### config.mk
export PLATFORM = sky130hd
export DESIGN_NAME = stage_fetch_flat
export DESIGN_NICKNAME = d
export VERILOG_FILES = /design/src/rtl/core_pkg.sv /design/src/rtl/pipe_if.sv /design/src/rtl/stage_fetch.sv /design/src/flat_wrapper.sv
export SDC_FILE = /design/constraint.sdc
export NUM_CORES = 2
export LEC_CHECK = 0
export CAP_MARGIN = 30
export CORE_MARGIN = 2
export CORE_UTILIZATION = 35
export DETAILED_ROUTE_END_ITERATION = 10
export DONT_BUFFER_PORTS = 1
export PLACE_DENSITY_LB_ADDON = 0.3
export RECOVER_POWER = 100
export SLEW_MARGIN = 20
export SYNTH_ARGS = -nofsm -noshare
export SYNTH_HDL_FRONTEND = slang
export SYNTH_SLANG_ARGS = --single-unit
### constraint.sdc
create_clock -name clk -period 4.1 [get_ports clk]
set_input_delay 0.205 -clock clk [delete_from_list [all_inputs] [get_ports clk]]
set_output_delay 0.205 -clock clk [all_outputs]
set_load 0.02 [all_outputs]
### src/rtl/core_pkg.sv
`default_nettype none

// Machine sizes and memory depths shared by the whole core
package core_pkg;

    // Data path and address width
    localparam int XLEN = 32;

    // Architectural register file
    localparam int REG_COUNT  = 32;
    localparam int REG_ADDR_W = 5;

    // Word-addressed instruction memory
    localparam int IMEM_DEPTH  = 64;
    localparam int IMEM_ADDR_W = 6;

    // Word-addressed data memory
    localparam int DMEM_DEPTH  = 64;
    localparam int DMEM_ADDR_W = 6;

endpackage

`default_nettype wire
### src/rtl/pipe_if.sv
`default_nettype none


// Execute to memory bundle that also carries the branch redirect for fetch and decode
interface exmem_if;
    import core_pkg::*;

    logic                  valid;
    logic [XLEN-1:0]       alu_out;
    logic [XLEN-1:0]       store_data;
    logic [REG_ADDR_W-1:0] rd;
    logic                  mem_read;
    logic                  mem_write;
    logic                  reg_write;
    logic                  halt;
    logic                  branch_taken;
    logic [XLEN-1:0]       branch_target;

    modport source (output valid, alu_out, store_data, rd, mem_read, mem_write, reg_write,
                    halt, branch_taken, branch_target);
    modport memory (input valid, alu_out, store_data, rd, mem_read, mem_write, reg_write,
                    halt);
    modport fetch  (input branch_taken, branch_target);
    modport squash (input branch_taken);
endinterface


`default_nettype wire

### src/rtl/stage_fetch.sv
`default_nettype none

module stage_fetch (
    input  logic                          clk,
    input  logic                          rst,
    input  logic                          run,
    input  logic                          imem_we,
    input  logic [core_pkg::IMEM_ADDR_W-1:0] imem_addr,
    input  logic [core_pkg::XLEN-1:0]     imem_wdata,
    input  logic                          stop_fetch,
    exmem_if.fetch                        ex,
    output logic                          if_valid,
    output logic [core_pkg::XLEN-1:0]     if_pc,
    output logic [core_pkg::XLEN-1:0]     if_instr
);
    import core_pkg::*;

    logic [XLEN-1:0]        imem [IMEM_DEPTH];
    logic [XLEN-1:0]        pc;
    logic [IMEM_ADDR_W-1:0] pc_word;

    // Word index of the current PC
    assign pc_word = pc[IMEM_ADDR_W+1:2];

    // Load port, used only while the core is stopped
    always_ff @(posedge clk) begin
        if (imem_we) begin
            imem[imem_addr] <= imem_wdata;
        end
    end

    // PC and IF/ID valid
    always_ff @(posedge clk) begin
        if (rst) begin
            pc       <= '0;
            if_valid <= 1'b0;
        end else if (ex.branch_taken) begin
            // Redirect wins; the word read this cycle is on the wrong path
            pc       <= ex.branch_target;
            if_valid <= 1'b0;
        end else if (run && !stop_fetch) begin
            pc       <= pc + XLEN'(4);
            if_valid <= 1'b1;
        end else begin
            if_valid <= 1'b0;
        end
    end

    // IF/ID payload
    always_ff @(posedge clk) begin
        if_pc    <= pc;
        if_instr <= imem[pc_word];
    end

    a_no_load_while_running: assert property (
        @(posedge clk) disable iff (rst) run |-> !imem_we
    );

endmodule

`default_nettype wire

### src/flat_wrapper.sv
// flat-port wrapper written by rule: the top's interface ports become plain ports
module stage_fetch_flat import core_pkg::*;
  (clk, rst, run, imem_we, imem_addr, imem_wdata, stop_fetch, if_valid, if_pc, if_instr, ex_branch_taken, ex_branch_target);
  exmem_if ex_i ();
  input  logic clk;
  input  logic rst;
  input  logic run;
  input  logic imem_we;
  input  logic [core_pkg::IMEM_ADDR_W-1:0] imem_addr;
  input  logic [core_pkg::XLEN-1:0] imem_wdata;
  input  logic stop_fetch;
  output logic if_valid;
  output logic [core_pkg::XLEN-1:0] if_pc;
  output logic [core_pkg::XLEN-1:0] if_instr;
  input wire logic [$bits(ex_i.branch_taken)-1:0] ex_branch_taken;
  input wire logic [$bits(ex_i.branch_target)-1:0] ex_branch_target;
  assign ex_i.branch_taken = ex_branch_taken;
  assign ex_i.branch_target = ex_branch_target;
  stage_fetch u_core (.clk(clk), .rst(rst), .run(run), .imem_we(imem_we), .imem_addr(imem_addr), .imem_wdata(imem_wdata), .stop_fetch(stop_fetch), .ex(ex_i), .if_valid(if_valid), .if_pc(if_pc), .if_instr(if_instr));
endmodule
==> metrics.log <==
[metrics] pin count of the biggest net entering global routing: 65
[metrics] Setup Total Neg Slack: 0 ns
[metrics] maximum buffer depth of the clock tree: 3
[metrics] element type at the critical path start: primary input
[metrics] share of flip-flops with an asynchronous set or reset: 0%
[metrics] Post-DRT Antenna Nets: 0
[metrics] detailed-placement wirelength estimate: 130 mm
[metrics] Top Ports: 141
[metrics] area of all placed cells without fillers: 0.0935 mm2
[metrics] Top delay family on crit path: buffers and inverters
[metrics] total setup buffers inserted after CTS: 0
[metrics] final worst clock skew: 0.0288 ns
[metrics] Setup CP Type: in -> reg
[metrics] placeable core region: 0.230 mm2
[metrics] drt drc: 0
[metrics] worst path required time: 4.52 ns
[metrics] TritonCTS clock tree: yes
[metrics] relative area change from synthesis to final layout: 15.4%
[metrics] # nets final: 4,038
[metrics] initial core utilization: 35.2%
[metrics] via/cell ratio: 5.45
[metrics] number of design-rule violations left by the first detailed-router iteration: 4,428
[metrics] most common cell in the netlist: sky130_fd_sc_hd__edfxtp_1
[metrics] sequential share of the synthesized area: 78.3%
[metrics] leakage power of the design: 28.1 nW
[metrics] Horiz. Die Dim: 485 um
[metrics] time the worst path needs with I/O delays and setup: 3.70 ns
[metrics] share of the cycle needed by the critical path after routing: 90.2%
[metrics] Slowest-stage cell, CP: sky130_fd_sc_hd__nor2_1
[metrics] Buf/Inv on CP: 2
[metrics] largest stage delay on the critical path: 1.57 ns
[metrics] total number of clock tree sinks: 2,145
[metrics] last weighted congestion value of the routability-driven placer: 0.787
[metrics] RSZ-0062 raised after global routing: no
[metrics] fraction of synthesized cell area taken by the top area cell type: 75.9%
[metrics] ratio of cells with drive above 1 in the final layout: 24.2%
[metrics] # port buffers: 0
[metrics] cells traversed along the worst timing path: dlygate4sd3_1 > nand2b_1 > nor2_1 > clkbuf_1
[metrics] most common library cells after synthesis: sky130_fd_sc_hd__edfxtp_1 (2,048), sky130_fd_sc_hd__mux4_2 (527), sky130_fd_sc_hd__nor2_1 (116), sky130_fd_sc_hd__mux2i_1 (103), sky130_fd_sc_hd__dfxtp_1 (97)
[metrics] number of failing hold endpoints at the final stage: 1
[metrics] first-pass GRT wire length: 313 mm
[metrics] dominant synthesized flop cell: sky130_fd_sc_hd__edfxtp_1
[metrics] violations in the final reports: hold timing, capacitance limit, slew limit
[metrics] total power density per cell area: 491 mW/mm2
[metrics] status: complete, but fails checks
[metrics] total die area: 0.235 mm2
[metrics] Placed Area: 0.0865 mm2
[metrics] number of detailed-route iterations in the first pass: 7
[metrics] filler cell count in the final layout: 20,100
[metrics] floorplan row count: 176
[metrics] Syn Std Cell Area: 0.0810 mm2
[metrics] nets in the synthesized netlist: 3,681
[metrics] die boundary height: 485 um
[metrics] vias in the first global route: 39,900
[metrics] worst-path fanout max: 17
[metrics] TritonCTS Buffers: 209
[metrics] drt total wl: 223 mm
[metrics] Yosys warning count: 0
[metrics] max-slew violation total from the final report: 3,911
[metrics] actual slew at the worst max-slew pin: 3.67 ns
[metrics] CTS Root Cell: sky130_fd_sc_hd__clkbuf_16
[metrics] highest achievable clock rate: 270 MHz
[metrics] multi-input gate area in the final layout: 0.0169 mm2
[metrics] worst hold margin: -0.0449 ns
[metrics] Yosys cell types: 52
[metrics] Peak VDD IR: 374 uV
[metrics] Mean Syn Cell Area: 22.5 um2
[metrics] clock latency reported for the late side of the worst-skew pair: 0.84 ns
[metrics] routed vias: 39,100
[metrics] number of synthesized flops with an enable pin: 2,048
[metrics] All-Layer GR Usage: 18.7%
[metrics] total global routing overflow: 0
[metrics] cells after synthesis: 3,604
[metrics] arrival time at the worst endpoint: 4.12 ns
[metrics] post-CTS clock slew at the launch and capture registers of the worst setup and hold paths: 0.06 ns
[metrics] relative slew slack: -144%
[metrics] maxcap violations: 117
[metrics] Setup crit end kind: flip-flop
[metrics] cell type with the highest aggregate area in the netlist: sky130_fd_sc_hd__edfxtp_1
[metrics] depth of the CTS H-tree: 4
[metrics] # setup viols final: 0
[metrics] main area contributors after synthesis: sky130_fd_sc_hd__edfxtp_1 (76%), sky130_fd_sc_hd__mux4_2 (15%), sky130_fd_sc_hd__dfxtp_1 (2.4%)
[metrics] storage element area: 0.0635 mm2
[metrics] initial antenna violation count: 13
[metrics] post-synthesis register bit count: 2,145
[metrics] class of the tightest hold or removal check: in -> reg
[metrics] per-cell routed wire length: 31.1 um
[layout by cell type (no fill, tap or decap), types with 24 or more instances in the layout]
cell / count
sky130_fd_sc_hd__mux2_2: 25
sky130_fd_sc_hd__a22oi_1: 86
sky130_fd_sc_hd__nor2_1: 90
sky130_fd_sc_hd__mux2i_1: 103
sky130_fd_sc_hd__edfxtp_1: 2048
sky130_fd_sc_hd__clkbuf_1: 173
sky130_fd_sc_hd__buf_4: 89
sky130_fd_sc_hd__a211oi_1: 30
sky130_fd_sc_hd__mux4_2: 527
sky130_fd_sc_hd__nor2_4: 24
sky130_fd_sc_hd__nand2_1: 68
sky130_fd_sc_hd__a21oi_1: 56
sky130_fd_sc_hd__dlygate4sd3_1: 107
sky130_fd_sc_hd__clkinv_2: 36
sky130_fd_sc_hd__nand3_1: 28
sky130_fd_sc_hd__clkbuf_16: 214
sky130_fd_sc_hd__dfxtp_1: 91
sky130_fd_sc_hd__clkinv_1: 49
sky130_fd_sc_hd__o21ai_0: 35
[cell families after synthesis]
kind of cell	synth area share, %
muxes	16.3
xor gates and xnor gates	0.260
adders and majority gates	0.0154
AOI/OAI and AO/OA	2.35
and+or+nand+nor	1.67
buffers and inverters	1.10
DFF	78.3
[stage by stage]
step	power [W]	util, %	worst slack (ns)	hold slack [ns]	std cells
finish	0.0459	40.6	0.401	-0.0449	7176
global route	0.0473	40.6	0.313	-0.0540	7173
CTS	0.0464	41.3	0.664	0.0131	7171
detailed placement	0.0272	37.6	0.697	0.277	6636
global placement	0.0272	37.6	0.122	0.275	6630
floorplan	0.0263	-	0.704	0.304	3604
[repair_timing]
action                                 in CTS  in global routing
endpoints found under the hold margin    2235                  0
hold buffers                              140                  0
resized for setup                           0                  0
setup endpoints to repair                   0                  0
[worst paths after layout]
path         slack [ns]  cells after the start                   to    startpoint
max reg2reg        0.48                      7  u_core.if_instr[30]  u_core.pc[2]
max                0.40                      4  u_core.imem[50][25]  imem_addr[2]
min reg2reg        0.35                      0      u_core.if_pc[1]  u_core.pc[1]
min               -0.04                      2   u_core.imem[33][1]  imem_addr[5]
[area by class of cell]
| class | instances | share of cell area [%] |
|---|---|---|
| Sequential cell | 2145 | 67.9 |
| Multi-Input combinational cell | 1254 | 18.0 |
| Clock buffer | 281 | 6.11 |
| Tap cell | 3026 | 4.05 |
| Timing Repair Buffer | 344 | 2.84 |
| Clock inverter | 114 | 1.01 |
| Inverter | 7 | 0.0281 |
| Antenna cell | 5 | 0.0134 |
[where the power goes]
part | internal, W | total [W] | switching [W]
registers | 0.0243 | 0.0246 | 0.000344
logic | 0.00102 | 0.00253 | 0.00151
clock network | 0.0105 | 0.0188 | 0.00824
[flip-flops by register name (all words and copies together) (netlist names)]
signal / cells
u_core.imem: 2048
u_core.if_valid: 1
u_core.if_pc: 32
u_core.if_instr: 32
u_core.pc: 32
[routing by layer]
layer | GRT usage [%] | vias up | wire length (um)
met5 | 0 | - | 34
met1 | 26.4 | 21400 | 92900
met3 | 2.99 | 300 | 15800
met4 | 4.83 | 6 | 5520
li1 | - | 16000 | -
met2 | 30.4 | 1455 | 109000
(Power assumes the default switching activity.)
