--- src/rtl/isa_pkg.sv ---
`default_nettype none

// Encodings of the supported RV32I subset
package isa_pkg;

    // Major opcodes
    localparam logic [6:0] OP_REG    = 7'b0110011;
    localparam logic [6:0] OP_IMM    = 7'b0010011;
    localparam logic [6:0] OP_LOAD   = 7'b0000011;
    localparam logic [6:0] OP_STORE  = 7'b0100011;
    localparam logic [6:0] OP_BRANCH = 7'b1100011;
    localparam logic [6:0] OP_SYSTEM = 7'b1110011;

    // Function codes
    localparam logic [2:0] F3_ADD_SUB = 3'b000;
    localparam logic [2:0] F3_SLT     = 3'b010;
    localparam logic [2:0] F3_XOR     = 3'b100;
    localparam logic [2:0] F3_OR      = 3'b110;
    localparam logic [2:0] F3_AND     = 3'b111;
    localparam logic [2:0] F3_BEQ     = 3'b000;
    localparam logic [2:0] F3_BNE     = 3'b001;
    localparam logic [6:0] F7_SUB     = 7'b0100000;

    // Internal ALU operation codes
    localparam int ALU_OP_W = 3;
    localparam logic [ALU_OP_W-1:0] ALU_ADD = 3'd0;
    localparam logic [ALU_OP_W-1:0] ALU_SUB = 3'd1;
    localparam logic [ALU_OP_W-1:0] ALU_AND = 3'd2;
    localparam logic [ALU_OP_W-1:0] ALU_OR  = 3'd3;
    localparam logic [ALU_OP_W-1:0] ALU_XOR = 3'd4;
    localparam logic [ALU_OP_W-1:0] ALU_SLT = 3'd5;

    // Register view that also serves I-type with imm in funct7 and rs2
    typedef struct packed {
        logic [6:0] funct7;
        logic [4:0] rs2;
        logic [4:0] rs1;
        logic [2:0] funct3;
        logic [4:0] rd;
        logic [6:0] opcode;
    } instr_reg_t;

    // Store and branch view with split immediate
    typedef struct packed {
        logic [6:0] imm_hi;
        logic [4:0] rs2;
        logic [4:0] rs1;
        logic [2:0] funct3;
        logic [4:0] imm_lo;
        logic [6:0] opcode;
    } instr_sb_t;

    typedef union packed {
        instr_reg_t r;
        instr_sb_t  sb;
    } instr_u;

endpackage

`default_nettype wire

--- src/rtl/core_pkg.sv ---
`default_nettype none

// Machine sizes and memory depths shared by the whole core
package core_pkg;

    // Data path and address width
    localparam int XLEN = 32;

    // Architectural register file
    localparam int REG_COUNT  = 32;
    localparam int REG_ADDR_W = 5;

    // Word-addressed instruction memory
    localparam int IMEM_DEPTH  = 64;
    localparam int IMEM_ADDR_W = 6;

    // Word-addressed data memory
    localparam int DMEM_DEPTH  = 64;
    localparam int DMEM_ADDR_W = 6;

endpackage

`default_nettype wire
--- src/rtl/pipe_if.sv ---
`default_nettype none

// Decode to execute bundle
interface idex_if;
    import core_pkg::*;
    import isa_pkg::*;

    logic                  valid;
    logic [XLEN-1:0]       pc;
    logic [XLEN-1:0]       rs1_data;
    logic [XLEN-1:0]       rs2_data;
    logic [XLEN-1:0]       imm;
    logic [REG_ADDR_W-1:0] rd;
    logic [ALU_OP_W-1:0]   alu_op;
    logic                  alu_src;
    logic                  mem_read;
    logic                  mem_write;
    logic                  branch;
    logic                  branch_ne;
    logic                  reg_write;
    logic                  halt;

    modport source (output valid, pc, rs1_data, rs2_data, imm, rd, alu_op, alu_src,
                    mem_read, mem_write, branch, branch_ne, reg_write, halt);
    modport sink   (input valid, pc, rs1_data, rs2_data, imm, rd, alu_op, alu_src,
                    mem_read, mem_write, branch, branch_ne, reg_write, halt);
endinterface

// Execute to memory bundle that also carries the branch redirect for fetch and decode
interface exmem_if;
    import core_pkg::*;

    logic                  valid;
    logic [XLEN-1:0]       alu_out;
    logic [XLEN-1:0]       store_data;
    logic [REG_ADDR_W-1:0] rd;
    logic                  mem_read;
    logic                  mem_write;
    logic                  reg_write;
    logic                  halt;
    logic                  branch_taken;
    logic [XLEN-1:0]       branch_target;

    modport source (output valid, alu_out, store_data, rd, mem_read, mem_write, reg_write,
                    halt, branch_taken, branch_target);
    modport memory (input valid, alu_out, store_data, rd, mem_read, mem_write, reg_write,
                    halt);
    modport fetch  (input branch_taken, branch_target);
    modport squash (input branch_taken);
endinterface


`default_nettype wire

--- src/rtl/stage_execute.sv ---
`default_nettype none

module stage_execute (
    input  logic     clk,
    input  logic     rst,
    idex_if.sink     id,
    exmem_if.source  ex
);
    import core_pkg::*;
    import isa_pkg::*;

    logic [XLEN-1:0] op_b;
    logic [XLEN-1:0] alu_out;
    logic            operands_eq;
    logic            taken;
    logic            live;

    assign op_b = id.alu_src ? id.imm : id.rs2_data;

    always_comb begin
        case (id.alu_op)
            ALU_ADD: alu_out = id.rs1_data + op_b;
            ALU_SUB: alu_out = id.rs1_data - op_b;
            ALU_AND: alu_out = id.rs1_data & op_b;
            ALU_OR:  alu_out = id.rs1_data | op_b;
            ALU_XOR: alu_out = id.rs1_data ^ op_b;
            ALU_SLT: alu_out = {{(XLEN-1){1'b0}}, $signed(id.rs1_data) < $signed(op_b)};
            default: alu_out = '0;
        endcase
    end

    // BEQ when branch_ne is low, BNE otherwise
    assign operands_eq = (id.rs1_data == id.rs2_data);
    assign taken       = id.branch && (operands_eq ^ id.branch_ne);

    // The entry behind a taken branch is the first of the three squashed
    assign live = id.valid && !ex.branch_taken;

    always_ff @(posedge clk) begin
        if (rst) begin
            ex.valid        <= 1'b0;
            ex.branch_taken <= 1'b0;
        end else begin
            ex.valid        <= live;
            ex.branch_taken <= live && taken;
        end
    end

    // EX/MEM payload
    always_ff @(posedge clk) begin
        ex.alu_out       <= alu_out;
        ex.store_data    <= id.rs2_data;
        ex.rd            <= id.rd;
        ex.mem_read      <= id.mem_read;
        ex.mem_write     <= id.mem_write;
        ex.reg_write     <= id.reg_write;
        ex.halt          <= id.halt;
        ex.branch_target <= id.pc + id.imm;
    end

    // A taken branch is a live entry that writes nothing
    a_taken_is_valid: assert property (
        @(posedge clk) disable iff (rst)
            ex.branch_taken |-> (ex.valid && !ex.reg_write && !ex.mem_write)
    );

endmodule

`default_nettype wire

--- src/flat_wrapper.sv ---
// flat-port wrapper written by rule: the top's interface ports become plain ports
module stage_execute_flat import core_pkg::*; import isa_pkg::*;
  (clk, rst, id_valid, id_pc, id_rs1_data, id_rs2_data, id_imm, id_rd, id_alu_op, id_alu_src, id_mem_read, id_mem_write, id_branch, id_branch_ne, id_reg_write, id_halt, ex_valid, ex_alu_out, ex_store_data, ex_rd, ex_mem_read, ex_mem_write, ex_reg_write, ex_halt, ex_branch_taken, ex_branch_target);
  idex_if id_i ();
  exmem_if ex_i ();
  input  logic clk;
  input  logic rst;
  input wire logic [$bits(id_i.valid)-1:0] id_valid;
  input wire logic [$bits(id_i.pc)-1:0] id_pc;
  input wire logic [$bits(id_i.rs1_data)-1:0] id_rs1_data;
  input wire logic [$bits(id_i.rs2_data)-1:0] id_rs2_data;
  input wire logic [$bits(id_i.imm)-1:0] id_imm;
  input wire logic [$bits(id_i.rd)-1:0] id_rd;
  input wire logic [$bits(id_i.alu_op)-1:0] id_alu_op;
  input wire logic [$bits(id_i.alu_src)-1:0] id_alu_src;
  input wire logic [$bits(id_i.mem_read)-1:0] id_mem_read;
  input wire logic [$bits(id_i.mem_write)-1:0] id_mem_write;
  input wire logic [$bits(id_i.branch)-1:0] id_branch;
  input wire logic [$bits(id_i.branch_ne)-1:0] id_branch_ne;
  input wire logic [$bits(id_i.reg_write)-1:0] id_reg_write;
  input wire logic [$bits(id_i.halt)-1:0] id_halt;
  output wire logic [$bits(ex_i.valid)-1:0] ex_valid;
  output wire logic [$bits(ex_i.alu_out)-1:0] ex_alu_out;
  output wire logic [$bits(ex_i.store_data)-1:0] ex_store_data;
  output wire logic [$bits(ex_i.rd)-1:0] ex_rd;
  output wire logic [$bits(ex_i.mem_read)-1:0] ex_mem_read;
  output wire logic [$bits(ex_i.mem_write)-1:0] ex_mem_write;
  output wire logic [$bits(ex_i.reg_write)-1:0] ex_reg_write;
  output wire logic [$bits(ex_i.halt)-1:0] ex_halt;
  output wire logic [$bits(ex_i.branch_taken)-1:0] ex_branch_taken;
  output wire logic [$bits(ex_i.branch_target)-1:0] ex_branch_target;
  assign id_i.valid = id_valid;
  assign id_i.pc = id_pc;
  assign id_i.rs1_data = id_rs1_data;
  assign id_i.rs2_data = id_rs2_data;
  assign id_i.imm = id_imm;
  assign id_i.rd = id_rd;
  assign id_i.alu_op = id_alu_op;
  assign id_i.alu_src = id_alu_src;
  assign id_i.mem_read = id_mem_read;
  assign id_i.mem_write = id_mem_write;
  assign id_i.branch = id_branch;
  assign id_i.branch_ne = id_branch_ne;
  assign id_i.reg_write = id_reg_write;
  assign id_i.halt = id_halt;
  assign ex_valid = ex_i.valid;
  assign ex_alu_out = ex_i.alu_out;
  assign ex_store_data = ex_i.store_data;
  assign ex_rd = ex_i.rd;
  assign ex_mem_read = ex_i.mem_read;
  assign ex_mem_write = ex_i.mem_write;
  assign ex_reg_write = ex_i.reg_write;
  assign ex_halt = ex_i.halt;
  assign ex_branch_taken = ex_i.branch_taken;
  assign ex_branch_target = ex_i.branch_target;
  stage_execute u_core (.clk(clk), .rst(rst), .id(id_i), .ex(ex_i));
endmodule
--- config.mk ---
export PLATFORM = sky130hd
export DESIGN_NAME = stage_execute_flat
export DESIGN_NICKNAME = d
export VERILOG_FILES = /design/src/rtl/isa_pkg.sv /design/src/rtl/core_pkg.sv /design/src/rtl/pipe_if.sv /design/src/rtl/stage_execute.sv /design/src/flat_wrapper.sv
export SDC_FILE = /design/constraint.sdc
export NUM_CORES = 1
export LEC_CHECK = 0
export BUFFER_PORTS_ARGS = -buffer_cell sky130_fd_sc_hd__buf_2
export CORE_MARGIN = 5
export CORE_UTILIZATION = 55
export DETAILED_ROUTE_END_ITERATION = 12
export PLACE_DENSITY_LB_ADDON = 0.2
export SLEW_MARGIN = 20
export SYNTH_ARGS = -nofsm -noshare
export SYNTH_HDL_FRONTEND = slang
export SYNTH_SLANG_ARGS = --single-unit
export TNS_END_PERCENT = 10
--- constraint.sdc ---
create_clock -name clk -period 5.3 [get_ports clk]
set_input_delay 0.53 -clock clk [delete_from_list [all_inputs] [get_ports clk]]
set_output_delay 0.53 -clock clk [all_outputs]
set_load 0.005 [all_outputs]
==> flow_summary.ini, run 1 <==
[status]
outcome = finished clean

[drt]
first_iter_violations = 776
wirelength_um = 32910
drc = 0
via_per_inst = 6.003
antenna_left = 0
drt_pass1_iterations = 6
wl_per_cell_um = 19.96
num_vias = 9899

[sta]
max_freq_mhz = 260.0
hold_violations = 0
finalMaxSlewViolations = 0
finClkSkew_ps = 0.3791
fin_crit_sh_pct = 72.57
rsz0062_at_grt = false
finalSetupTns_ps = 0
slew_headroom_pct = 37.33
worstMarginPinSlew_ps = 939.0
setup_viol = 0
fin_ws_ps = 1454
min_period_ps = 3846

[global_routing]
first_global_vias = 9392
antenna_found_initial = 3
grt_overflow = 0
grt_pass1_wl_um = 49450
grtUsageTotal_pct = 30.78
grt_max_degree = 48

[setup_path]
cp.required_ps = 5590
path_class = in2reg
cp_cell_sequence = buf_2 > buf_4 > mux2i_1 > ha_1 > inv_1 > and3_1 > a211oi_2 > a31oi_1 > a311o_1 > a41o_1 > a211o_1 > a41oi_1
cp-end-kind = register
cp-start-kind = input port
reg2reg_from = u_core.ex.branch_taken
critPathLaunch = id_alu_src
reg2reg_depth = 2
crit_fanout = 18
slowest_stage = a311o_1
crit_path_max_incr_delay_ps = 530
arrival_ps = 4130

[logic_synthesis]
synth_edf_count = 0
syn_avg_cell_area_um2 = 8.000
synth-async-reset-ratio_pct = 0
ys_types = 82
yosysWarnings = 0
syn_area_mm2 = 0.009592
syn_nets = 1482
ys_seq_area_share_pct = 22.33
syn_inst = 1199
synth_seq_cells = 107
ys.flop_type = dfxtp_1

[clock_tree]
hold_buffers = 0
cts_sinks = 107
cts_max_level = 3
cts_tree = built
root_buffer = clkbuf_16
clock_latency_ps = 360
postCtsSetupBuffers = 0
postCtsResizedCells = 0
cts.path.max_buffers = 2
clk_pin_slew_worst_paths_ps = 80
numCtsBuffers = 9

[place]
port_buffers = 252
place_hpwl_um = 26510
gp_congestion = 0.9660
dp_slack_ps = 1123

[floorplanning]
start_util_pct = 55.84
die-area_mm2 = 0.02018
rows = 48
fp.dieW_um = 142.1
io_pins = 253
core-area_mm2 = 0.01718
die_h_um = 142.1

[layout]
drive_gt1_share_pct = 21.13
areaGrowthSynthToFinish_pct = 17.47
nNetsFinal = 1698
layout_common_cells = buf_2 (252), ha_1 (134), dfxtp_1 (107)
final_common_cell = buf_2

[worst_hold_path]
min_from = id_rd[1]
hp-class = in2reg
hold_depth = 1

[pwr]
p_leak_nw = 5.430
cellPowerDensity_mw_per_mm2 = 247.0
worst_ir_drop_vdd_mv = 0.1748

[job]
maxCapViolCount = 0
==> Yosys cell counts (all sizes together) (4+ instances only) <==
library cell	n	area, um^2
ha	134	1677
dfxtp	107	2142
inv	105	394.1
a21oi	100	500.5
nand2	80	300.3
nor2	76	285.3
xnor2	73	639.4
o21ai	68	344.1
clkbuf	39	146.4
mux2i	32	320.3
nor3	29	145.1
a21o	25	187.7
nand3	22	110.1
o211ai	22	165.2
a211oi	21	162.6
nand4	19	118.9
a31oi	17	127.6
buf	16	78.82
o22ai	15	93.84
xor2	14	122.6
and3	12	75.07
nor2b	12	75.07
nand2b	11	68.82
o21bai	10	75.07
o21a	8	60.06
a211o	7	61.31
a31o	7	61.31
nor4	7	43.79
o31ai	7	52.55
nor3b	6	45.04
and2	5	31.28
o2111ai	5	50.04
o311ai	5	43.79
o31a	5	43.79
o32a	5	50.05
or2	5	31.28
a2111oi	4	53.81
a311oi	4	35.03
or3	4	25.02
or4	4	30.03
==> registers in the layout (all words and copies together) (netlist names) <==
register                 cells
u_core.ex.alu_out           32
u_core.ex.branch_target     32
u_core.ex.store_data        32
u_core.ex.rd                 5
u_core.ex.branch_taken       1
u_core.ex.halt               1
u_core.ex.mem_read           1
u_core.ex.mem_write          1
u_core.ex.reg_write          1
u_core.ex.valid              1
==> cell families after synthesis <==
logic type      Yosys count  synth area share [%]
fa+ha+maj               137                 18.11
mux                      34                 3.574
simple gates            296                 14.82
compound gates          377                 26.73
buf+inv                 161                 6.496
flops                   107                 22.33
xor+xnor                 87                 7.944
==> report_power, final <==
group	switching, mW	internal, mW	total, mW
clock	0.349	0.330	0.679
sequential	0.0253	0.913	0.938
combinational	0.688	0.478	1.17
==> metal layers <==
layer	wire (um)	GRT usage (%)	up-vias
met2	16500	54.91	467
li1	-	-	4750
met4	1578	15.96	4
met5	14	0	-
met1	12430	34.82	4576
met3	2394	5.780	102
==> cell type report <==
| class | instances | area [um^2] |
|---|---|---|
| multi-input combinational | 931 | 6827 |
| fill | 1557 | 5909 |
| sequential | 107 | 2142 |
| timing repair buffer | 260 | 1321 |
| inverter | 106 | 397.9 |
| tap | 225 | 281.5 |
| clock buffer | 10 | 229.0 |
| clock inverter | 6 | 58.81 |
| antenna | 4 | 10.01 |
==> critical path: cells and delay by family <==
family | cells | cell delay, ps
buffers and inverters | 3 | 950
AND/OR/NAND/NOR | 1 | 200
multiplexers | 1 | 340
AO/OA/AOI/OAI | 6 | 1750
adder cells (fa/ha/maj) | 1 | 330
==> metrics by stage <==
| stage | instances | utilization, % | hold slack (ps) | power, mW | area (um^2) |
|---|---|---|---|---|---|
| 2_1_floorplan | 1199 | - | 427.6 | 1.705 | 9592 |
| 3_3_place_gp | 1629 | 63.86 | 450.8 | 2.092 | 10970 |
| 3_5_place_dp | 1629 | 63.86 | 456.6 | 2.102 | 10970 |
| 4_1_cts | 1645 | 65.54 | 257.1 | 2.780 | 11260 |
| 5_1_grt | 1646 | 65.55 | 258.3 | 2.935 | 11260 |
| 6_report | 1649 | 65.60 | 262.5 | 2.783 | 11270 |
==> worst paths after layout <==
kind	slack [ps]	to
setup / recovery	1450	u_core.ex.alu_out[31]
hold / removal	260	u_core.ex.rd[1]
hold reg to reg	470	u_core.ex.valid
setup reg to reg	4500	u_core.ex.branch_taken
Note: power is estimated with default switching activity, not from simulation.
==> run 2, diff against run 1 <==
Settings changed: ABC_AREA from default to 1, CORE_UTILIZATION 55 to 51.
Clock period 5.3 ns to 3.31 ns, I/O delays scaled along.
==> flow_summary.ini, run 2 <==
[clock_tree]
clk_pin_slew_worst_paths_ps = 80
cts_sinks = 107
cts_max_level = 3
hold_buffers = 0
clock_latency_ps = 360
postCtsResizedCells = 0
postCtsSetupBuffers = 0
cts.path.max_buffers = 2
cts_tree = built
root_buffer = clkbuf_16
numCtsBuffers = 9

[drt]
num_vias = 12880
wirelength_um = 44360
first_iter_violations = 1106
drt_pass1_iterations = 6
wl_per_cell_um = 18.42
antenna_left = 0
via_per_inst = 5.349
drc = 0

[place]
gp_congestion = 1.048
port_buffers = 252
dp_slack_ps = 430.0
place_hpwl_um = 37500

[logic_synthesis]
ys.flop_type = dfxtp_1
syn_area_mm2 = 0.01129
synth_top_area_share_pct = 18.97
synth_seq_cells = 107
syn_inst = 1883
synth-async-reset-ratio_pct = 0
synth_common_cells = nand2_1 (560), inv_1 (348), nor2_1 (139)
syn_avg_cell_area_um2 = 5.996
ys_seq_area_share_pct = 18.97
yosys-top-cells-area = dfxtp_1 (19%), nand2_1 (19%), ha_1 (15%)
ys_types = 44
yosys.cell_count.top_type = nand2_1
yosysWarnings = 0
synth_top_area_cell = dfxtp_1
synth_edf_count = 0
syn_nets = 2166

[pwr]
intPower_mw = 2.740
p_comb_share_pct = 44.8
netSwitchingFraction_pct = 42.92
cellPowerDensity_mw_per_mm2 = 366.2
clock_power_share_pct = 24.0
p_leak_nw = 7.587
worst_ir_drop_vdd_mv = 0.3075
switchingPower_mw = 2.060
seqPwrFrac_pct = 31.2

[floorplanning]
io_pins = 253
die_h_um = 158.8
start_util_pct = 51.73
rows = 54
fp.dieW_um = 158.8
core-area_mm2 = 0.02182
die-area_mm2 = 0.02521

[setup_path]
slowest_stage = ha_1
cp.required_ps = 3560
cp-start-kind = input port
cp-end-kind = register
path_class = in2reg
critPathLaunch = id_alu_src
arrival_ps = 2830
crit_top_cell = nand2_1
cp_cell_sequence = buf_2 > buf_12 > o21ai_0 > ha_1 > nand2_1 > inv_1 > nand2_1 > nand2_1 > inv_1 > nand2_1 > a21oi_1 > nand3_1 > nand3_1 > nand3_1
crit_path_max_incr_delay_ps = 460
reg2reg_from = u_core.ex.branch_taken
crit_fanout = 56

[global_routing]
grt_overflow = 0
grtUsageTotal_pct = 33.44
antenna_found_initial = 6
first_global_vias = 12400
grt_max_degree = 57
grt_pass1_wl_um = 67140

[layout]
top_regs = u_core.ex.alu_out (32), u_core.ex.branch_target (32), u_core.ex.store_data (32)
areaGrowthSynthToFinish_pct = 16.11
nNetsFinal = 2405
drive_gt1_share_pct = 16.31
final_common_cell = nand2_1
layout_common_cells = nand2_1 (560), inv_1 (348), buf_2 (252)

[sta]
fin_ws_ps = 735.2
slew_headroom_pct = 53.40
setup_viol = 0
hold_violations = 0
rsz0062_at_grt = false
fin_crit_sh_pct = 77.79
min_period_ps = 2575
max_freq_mhz = 388.4
finalMaxSlewViolations = 0
worstMarginPinSlew_ps = 691.6
finalSetupTns_ps = 0
finClkSkew_ps = 0.03086

[worst_hold_path]
hp-class = in2reg
min_from = id_rd[3]

[job]
maxCapViolCount = 0

[status]
outcome = finished clean
-- run 2: critical path, delay by kind of cell --
kind            cells  cell delay [ps]
simple gates        7              800
compound gates      2              720
buf+inv             4              490
fa+ha+maj           1              460
-- run 2: power groups by stage --
stage                     combinational [mW]  clock [mW]  sequential [mW]
after floorplan                         1.29           0             1.55
after global placement                  2.08           0             1.52
after detailed placement                2.09           0             1.52
after CTS                               2.10        1.17             1.50
after global routing                    2.36        1.22             1.52
final                                   2.15        1.15             1.50
-- run 2: path summary, 6_finish.rpt --
check                                              end  slack [ps]  cells past startpoint
worst max-delay path             u_core.ex.alu_out[27]         740                     14
worst min-delay path                   u_core.ex.rd[3]          60                      1
worst max register to register  u_core.ex.branch_taken        2240                      4
worst min register to register         u_core.ex.valid         460                      1
-- run 2: logic make-up (layout without fill, tap and decap cells) --
family          Yosys count  count (layout)  share of synthesized area, %
buf+inv                 396             640                         13.88
flops                   107             107                         18.97
fa+ha+maj               137             137                         15.38
compound gates          277             277                         13.73
simple gates            919             919                         34.39
other cells               0               1                             0
xor+xnor                 47              47                         3.646
-- run 2: area by class of cell --
class / count / area, um^2
Multi-Input combinational cell: 1380 / 7581
Clock inverter: 6 / 67.56
Clock buffer: 10 / 239.0
Tap cell: 280 / 350.3
Timing Repair Buffer: 267 / 1386
Antenna cell: 1 / 2.502
Sequential cell: 107 / 2142
Fill cell: 2283 / 8715
Inverter: 357 / 1340
-- run 2: routing by layer --
metal | GRT usage [%] | wire, um | part of all wire (%)
met1 | 44.51 | 18270 | 41
met2 | 52.92 | 19510 | 44
met5 | 0 | 81 | 0.18
met4 | 13.02 | 1877 | 4.2
met3 | 7.206 | 4625 | 10
-- run 2: per-stage QoR --
stage / hold WS, ps / area, um^2 / total power, mW / cells / utilization, %
2_1_floorplan: 358.7 / 11290 / 2.839 / 1883 / -
3_3_place_gp: 433.6 / 12800 / 3.602 / 2391 / 58.65
3_5_place_dp: 435.2 / 12800 / 3.615 / 2391 / 58.65
4_1_cts: 51.77 / 13110 / 4.773 / 2407 / 60.06
5_1_grt: 50.16 / 13110 / 5.099 / 2407 / 60.06
6_report: 63.30 / 13110 / 4.800 / 2408 / 60.07
